==> config.mk <==
export PLATFORM = sky130hd
export DESIGN_NAME = conv3x3_top
export DESIGN_NICKNAME = d
export VERILOG_FILES = /design/src/hw/conv_pkg.sv /design/src/hw/window_fetch.sv /design/src/hw/mac_array.sv /design/src/hw/requant_write.sv /design/src/hw/conv3x3_top.sv
export VERILOG_INCLUDE_DIRS = /design/src /design/src/hw
export SDC_FILE = /design/constraint.sdc
export NUM_CORES = 2
export LEC_CHECK = 0
export ABC_AREA = 1
export BUFFER_PORTS_ARGS = -buffer_cell sky130_fd_sc_hd__buf_4
export CAP_MARGIN = 10
export CORE_AREA = 4 4 243 340
export DETAILED_ROUTE_END_ITERATION = 8
export DIE_AREA = 0 0 247 344
export PLACE_DENSITY_LB_ADDON = 0.1
export SLEW_MARGIN = 20
export SYNTH_ARGS = -nofsm -noshare
export SYNTH_HDL_FRONTEND = slang
export SYNTH_HIERARCHICAL = 1
export SYNTH_SLANG_ARGS = --single-unit
==> constraint.sdc <==
create_clock -name clk -period 37.2 [get_ports clk]
set_input_delay 3.72 -clock clk [delete_from_list [all_inputs] [get_ports clk]]
set_output_delay 3.72 -clock clk [all_outputs]
set_load 0.1 [all_outputs]
==> src/hw/conv_settings.svh <==
`ifndef CONV_SETTINGS_SVH
`define CONV_SETTINGS_SVH

// map side, at least 3
`define CONV_ROWS 8
// wide enough for rows * rows
`define CONV_ADDR_W 6

`define CONV_TAPS 9

// requantization
`define CONV_SHIFT 5
`define CONV_SAT_MAX 127

`endif

==> src/hw/conv_pkg.sv <==
`include "conv_settings.svh"

package conv_pkg;

	typedef logic signed [7:0] pixel_t;
	typedef logic signed [7:0] weight_t;
	// code k selects byte k
	typedef logic [31:0] codebook_t;
	// tap k uses bits 2k+1..2k
	typedef logic [2*`CONV_TAPS-1:0] idx_vec_t;
	typedef logic signed [15:0] bias_t;

	// tap k = (dr + 1) * 3 + (dc + 1), eight bits per tap
	typedef logic [8*`CONV_TAPS-1:0] window_t;
	typedef logic [8*`CONV_TAPS-1:0] kernel_t;

	typedef logic signed [15:0] prod_t;
	typedef logic signed [19:0] acc_t;
	typedef logic [`CONV_ADDR_W-1:0] addr_t;

	typedef enum logic {
		fetch_idle,
		fetch_run
	} fetch_state_t;

endpackage

==> src/hw/window_fetch.sv <==
`include "conv_settings.svh"

module window_fetch (
	input  logic                clk,
	input  logic                rst,
	input  logic                start,
	input  conv_pkg::codebook_t codebook,
	input  conv_pkg::idx_vec_t  weight_idx,
	input  conv_pkg::bias_t     bias,
	output logic                in_cs,
	output conv_pkg::addr_t     in_addr,
	input  conv_pkg::pixel_t    in_rdata,
	output conv_pkg::window_t   window,
	output logic                window_valid,
	output conv_pkg::kernel_t   kernel,
	output conv_pkg::bias_t     bias_q
);

	localparam conv_pkg::addr_t last_pos = conv_pkg::addr_t'(`CONV_ROWS - 1);
	localparam logic [`CONV_ADDR_W:0] rows_ext = (`CONV_ADDR_W + 1)'(`CONV_ROWS);

	conv_pkg::fetch_state_t state;
	conv_pkg::addr_t row;
	conv_pkg::addr_t col;
	logic [1:0] ky;
	logic [1:0] kx;
	logic [3:0] tap;
	// neighbor position plus one, so -1 becomes 0
	logic [`CONV_ADDR_W:0] nr;
	logic [`CONV_ADDR_W:0] nc;
	logic pad;
	logic go;
	logic [3:0] d_tap;
	logic d_pad;
	logic d_valid;
	conv_pkg::pixel_t live;
	conv_pkg::window_t window_q;

	assign go = (state == conv_pkg::fetch_idle) && start;
	assign tap = {2'b00, ky} * 4'd3 + {2'b00, kx};

	assign nr = {1'b0, row} + (`CONV_ADDR_W + 1)'(ky);
	assign nc = {1'b0, col} + (`CONV_ADDR_W + 1)'(kx);
	assign pad = (nr == '0) || (nr > rows_ext) || (nc == '0) || (nc > rows_ext);

	assign in_cs = (state == conv_pkg::fetch_run) && !pad;
	assign in_addr = in_cs ? conv_pkg::addr_t'((nr - 1'b1) * rows_ext + (nc - 1'b1)) : '0;

	// tap, column, row counters
	always_ff @(posedge clk or negedge rst) begin
		if (~rst) begin
			state <= conv_pkg::fetch_idle;
			row <= '0;
			col <= '0;
			ky <= '0;
			kx <= '0;
		end else if (go) begin
			state <= conv_pkg::fetch_run;
		end else if (state == conv_pkg::fetch_run) begin
			if (kx == 2'd2) begin
				kx <= '0;
				if (ky == 2'd2) begin
					ky <= '0;
					if (col == last_pos) begin
						col <= '0;
						if (row == last_pos) begin
							row <= '0;
							state <= conv_pkg::fetch_idle;
						end else begin
							row <= row + 1'b1;
						end
					end else begin
						col <= col + 1'b1;
					end
				end else begin
					ky <= ky + 1'b1;
				end
			end else begin
				kx <= kx + 1'b1;
			end
		end
	end

	// follows the one cycle read latency
	always_ff @(posedge clk or negedge rst) begin
		if (~rst) begin
			d_valid <= 1'b0;
			d_tap <= '0;
			d_pad <= 1'b0;
		end else begin
			d_valid <= (state == conv_pkg::fetch_run);
			d_tap <= tap;
			d_pad <= pad;
		end
	end

	assign live = d_pad ? '0 : in_rdata;

	always_ff @(posedge clk) begin
		if (d_valid)
			window_q[d_tap*8 +: 8] <= live;
	end

	// last tap goes straight through so the window is whole one cycle earlier
	always_comb begin
		window = window_q;
		if (d_valid)
			window[d_tap*8 +: 8] = live;
	end

	assign window_valid = d_valid && (d_tap == 4'd8);

	always_ff @(posedge clk) begin
		if (go) begin
			bias_q <= bias;
			for (int k = 0; k < `CONV_TAPS; k++)
				kernel[k*8 +: 8] <= codebook[weight_idx[2*k +: 2]*8 +: 8];
		end
	end

endmodule

==> src/hw/mac_array.sv <==
`include "conv_settings.svh"

module mac_array (
	input  logic              clk,
	input  logic              rst,
	input  conv_pkg::window_t window,
	input  logic              window_valid,
	input  conv_pkg::kernel_t kernel,
	input  conv_pkg::bias_t   bias_q,
	output conv_pkg::acc_t    acc,
	output logic              acc_valid
);

	conv_pkg::prod_t prod [`CONV_TAPS];
	conv_pkg::bias_t bias_d;
	conv_pkg::acc_t sum;
	logic prod_valid;

	// stage one, nine products
	always_ff @(posedge clk) begin
		if (window_valid) begin
			bias_d <= bias_q;
			for (int k = 0; k < `CONV_TAPS; k++)
				prod[k] <= conv_pkg::prod_t'(conv_pkg::pixel_t'(window[k*8 +: 8]))
					* conv_pkg::prod_t'(conv_pkg::weight_t'(kernel[k*8 +: 8]));
		end
	end

	always_comb begin
		sum = conv_pkg::acc_t'(bias_d);
		for (int k = 0; k < `CONV_TAPS; k++)
			sum = sum + conv_pkg::acc_t'(prod[k]);
	end

	// stage two, adder tree result
	always_ff @(posedge clk) begin
		if (prod_valid)
			acc <= sum;
	end

	always_ff @(posedge clk or negedge rst) begin
		if (~rst) begin
			prod_valid <= 1'b0;
			acc_valid <= 1'b0;
		end else begin
			prod_valid <= window_valid;
			acc_valid <= prod_valid;
		end
	end

endmodule

==> src/hw/requant_write.sv <==
`include "conv_settings.svh"

module requant_write (
	input  logic             clk,
	input  logic             rst,
	input  conv_pkg::acc_t   acc,
	input  logic             acc_valid,
	output logic             out_we,
	output conv_pkg::addr_t  out_addr,
	output conv_pkg::pixel_t out_wdata,
	output logic             finish
);

	localparam conv_pkg::addr_t last_addr =
		conv_pkg::addr_t'(`CONV_ROWS * `CONV_ROWS - 1);

	conv_pkg::acc_t shifted;
	conv_pkg::pixel_t q;

	// relu, shift, saturate
	always_comb begin
		shifted = acc >>> `CONV_SHIFT;
		if (acc < conv_pkg::acc_t'(0))
			q = '0;
		else if (shifted > conv_pkg::acc_t'(`CONV_SAT_MAX))
			q = conv_pkg::pixel_t'(`CONV_SAT_MAX);
		else
			q = conv_pkg::pixel_t'(shifted);
	end

	always_ff @(posedge clk) begin
		if (acc_valid)
			out_wdata <= q;
	end

	// address moves on after each write, finish follows the last one
	always_ff @(posedge clk or negedge rst) begin
		if (~rst) begin
			out_we <= 1'b0;
			out_addr <= '0;
			finish <= 1'b0;
		end else begin
			out_we <= acc_valid;
			finish <= out_we && (out_addr == last_addr);
			if (out_we)
				out_addr <= (out_addr == last_addr) ? '0 : out_addr + 1'b1;
		end
	end

endmodule

==> src/hw/conv3x3_top.sv <==
module conv3x3_top (
	input  logic                clk,
	input  logic                rst,
	input  logic                start,
	input  conv_pkg::codebook_t codebook,
	input  conv_pkg::idx_vec_t  weight_idx,
	input  conv_pkg::bias_t     bias,
	output logic                in_cs,
	output conv_pkg::addr_t     in_addr,
	input  conv_pkg::pixel_t    in_rdata,
	output logic                out_we,
	output conv_pkg::addr_t     out_addr,
	output conv_pkg::pixel_t    out_wdata,
	output logic                finish
);

	conv_pkg::window_t window;
	logic window_valid;
	conv_pkg::kernel_t kernel;
	conv_pkg::bias_t bias_q;
	conv_pkg::acc_t acc;
	logic acc_valid;

	window_fetch fetch0 (
		.clk          (clk),
		.rst          (rst),
		.start        (start),
		.codebook     (codebook),
		.weight_idx   (weight_idx),
		.bias         (bias),
		.in_cs        (in_cs),
		.in_addr      (in_addr),
		.in_rdata     (in_rdata),
		.window       (window),
		.window_valid (window_valid),
		.kernel       (kernel),
		.bias_q       (bias_q)
	);

	mac_array mac0 (
		.clk          (clk),
		.rst          (rst),
		.window       (window),
		.window_valid (window_valid),
		.kernel       (kernel),
		.bias_q       (bias_q),
		.acc          (acc),
		.acc_valid    (acc_valid)
	);

	requant_write wr0 (
		.clk       (clk),
		.rst       (rst),
		.acc       (acc),
		.acc_valid (acc_valid),
		.out_we    (out_we),
		.out_addr  (out_addr),
		.out_wdata (out_wdata),
		.finish    (finish)
	);

endmodule

==> metrics.yaml <==
clock_tree:
  cts.sinks: 376
  root_buffer: "clkbuf_16"
  cts_setup_buffers: 0
  insertion_delay_ps: 590
  cts_resized: 0
  clkSlewWorstSetupHoldPaths_ps: 60
  cts_tree: "built"
  cts_max_path_buffers: 3
  cts_hold_buf: 0
  htree_levels: 2
  cts_made_buffers: 44
routing:
  routed_wl_mm: 117.9
  wl_per_cell_um: 18.88
  drtIter0Drc: 1986
  vias_per_cell: 5.130
  ant_nets: 0
  drc: 0
  vias: 32040
  drt_pass1_iterations: 6
worst_setup_path:
  end_kind: "flop"
  r2r_start: "fetch0/d_tap[0]$_DFF_PN0_"
  worstSetupPathType: "in -> reg"
  critPathMaxFanout: 9
  required_ps: 37540
  critical_path_arrival_ps: 8420
  worstSetupStartpoint: "in_rdata[5]"
  cp-start-kind: "input port"
  worst_r2r_path_depth: 19
global_routing:
  grt_antenna_before_repair: 4
  grt_overflow: 0
  grt_pass1_vias: 32390
  grt_max_degree: 77
  grt.total_usage_pct: 28.26
  grt_pass1_wl_mm: 183.7
placement:
  dp_hpwl_mm: 97.99
  io_buffers: 99
  place_congestion: 0.9374
  place_inst: 6163
synth:
  synth.avg_cell_area_um2: 8.373
  ys_warn_count: 6
  netlist_instances: 5176
  synthesis.nets: 6193
  syn_area_um2: 43340
final_layout:
  stdcell_count: 6246
  fillCellCount: 7268
  area_delta_synth_final_pct: 6.712
  drive_gt1_share_pct: 5.771
  nets: 6164
  fin_util_pct: 57.90
power_and_ir_drop:
  switchingPower_mw: 0.5037
  seq_power_share_pct: 33.4
  p_per_area_nw_per_um2: 30.72
  fin_total_pwr_mw: 1.421
  intPower_mw: 0.9170
  ir_drop_mv: 0.03576
  power_frac_clock_pct: 31.2
  leakage_nw: 24.91
  swShare_pct: 35.46
  p_comb_share_pct: 35.4
timing:
  fin_tns_setup_ps: 0
  holdWs_ps: 418.1
  finalSetupViolations: 0
  hold_violations: 0
  fmax_mhz: 123.7
  tightest_slew_ps: 1082
  maxSlewHeadroom_pct: 27.72
  min_period_ps: 8085
  clock_skew_ps: 21.92
  min_period_over_period_pct: 21.73
  rsz0062_at_grt: "no"
  drv_slew: 0
die:
  die_y_um: 344
  io_pins: 100
  fp-row-count: 123
  die-width_um: 247
  core_area_um2: 79870
  start_util_pct: 54.26
  dieArea_um2: 84970
run_status:
  status: "finished clean"
hold_path:
  min-delay-start: "fetch0/bias_q[6]$_DFFE_PP_"
  holdPathStages: 0
  hold_class: "reg -> reg"
job:
  maxCapViolations: 0
[metal layers]
layer / GRT usage (%) / routed length (µm) / vias up / part of all wire, %
li1: - / - / 15410 / -
met1: 34.96 / 46280 / 15590 / 39
met2: 51.14 / 61010 / 820 / 52
met3: 2.815 / 5144 / 221 / 4.4
met4: 10.63 / 5510 / 0 / 4.7
met5: 0 / 0 / - / 0
[layout by cell type, fill, tap and decap left out, types with 14 or more instances in the layout]
master     count
o22ai_1       73
buf_4        111
nand3_1      168
or2_2         62
edfxtp_1     271
inv_1       1300
clkbuf_16     45
nand2_1     1208
o21bai_1      18
nand4_1       16
dfrtp_1       33
xor2_1        66
nand3b_1      14
o21ai_0      214
nor3_1        19
a21oi_1       87
ha_1         308
nor2_1       306
fa_1         632
dfxtp_1       72
xnor2_1       38
[layout make-up]
type                       instances  area, µm²  area share (%)
inverter                        1309       4913           10.62
clock inverter                    29      274.0          0.5925
tap                             1062       1329           2.873
antenna                            3      7.507         0.01623
clock buffer                      51       1169           2.527
multi-input combinational       3305      27320           59.07
sequential                       376      10410           22.50
timing repair buffer             111      833.3           1.802
[critical path: stages]
cell	delay [ps]
buf_4	70
nand2_1	160
inv_1	130
nand3_1	190
nor2_1	210
nand3_1	160
nand2_1	410
nand2_1	170
fa_1	530
fa_1	560
inv_1	50
fa_1	480
inv_1	50
fa_1	470
inv_1	40
ha_1	350
nand2_1	110
nor2_1	190
nand2_1	70
nand2_1	100
nand2_1	80
nand3_1	80
nand2_1	60
[final timing paths]
path,end,slack [ps]
hold / removal,mac0/bias_d[6]$_DFFE_PP_,420
max in group asynchronous,wr0/out_addr[4]$_DFFE_PN0P_,33710
setup / recovery,mac0/prod[0][77]$_DFFE_PP_,29110
hold reg to reg,mac0/bias_d[6]$_DFFE_PP_,420
min in group asynchronous,fetch0/d_pad$_DFF_PN0_,3110
setup reg to reg,mac0/prod[0][46]$_DFFE_PP_,30330
[state kept, by name, summed over array words and instances (netlist names)]
signal           flops
mac0/prod          144
fetch0/kernel       72
fetch0/window_q     72
fetch0/bias_q       16
mac0/bias_d         16
mac0/acc            15
wr0/out_wdata        8
fetch0/col           6
fetch0/row           6
wr0/out_addr         6
fetch0/d_tap         4
fetch0/kx            2
fetch0/ky            2
fetch0/d_pad         1
fetch0/d_valid       1
fetch0/state         1
mac0/acc_valid       1
mac0/prod_valid      1
wr0/finish           1
wr0/out_we           1
[power groups by stage]
| stage | sequential, mW | clock, mW | combinational, mW |
|---|---|---|---|
| floorplan | 0.484 | 0 | 0.368 |
| global placement | 0.484 | 0 | 0.496 |
| detailed placement | 0.484 | 0 | 0.503 |
| CTS | 0.475 | 0.453 | 0.505 |
| global route | 0.475 | 0.469 | 0.577 |
| finish | 0.475 | 0.443 | 0.503 |
[stage by stage]
stage | worst slack [ps] | area, µm²
after floorplan | 24290 | 43340
after global placement | 28410 | 44800
after detailed placement | 28320 | 44800
after CTS | 28950 | 46240
after global routing | 28740 | 46240
final | 29110 | 46250
Power figures use the tool's default switching activity.
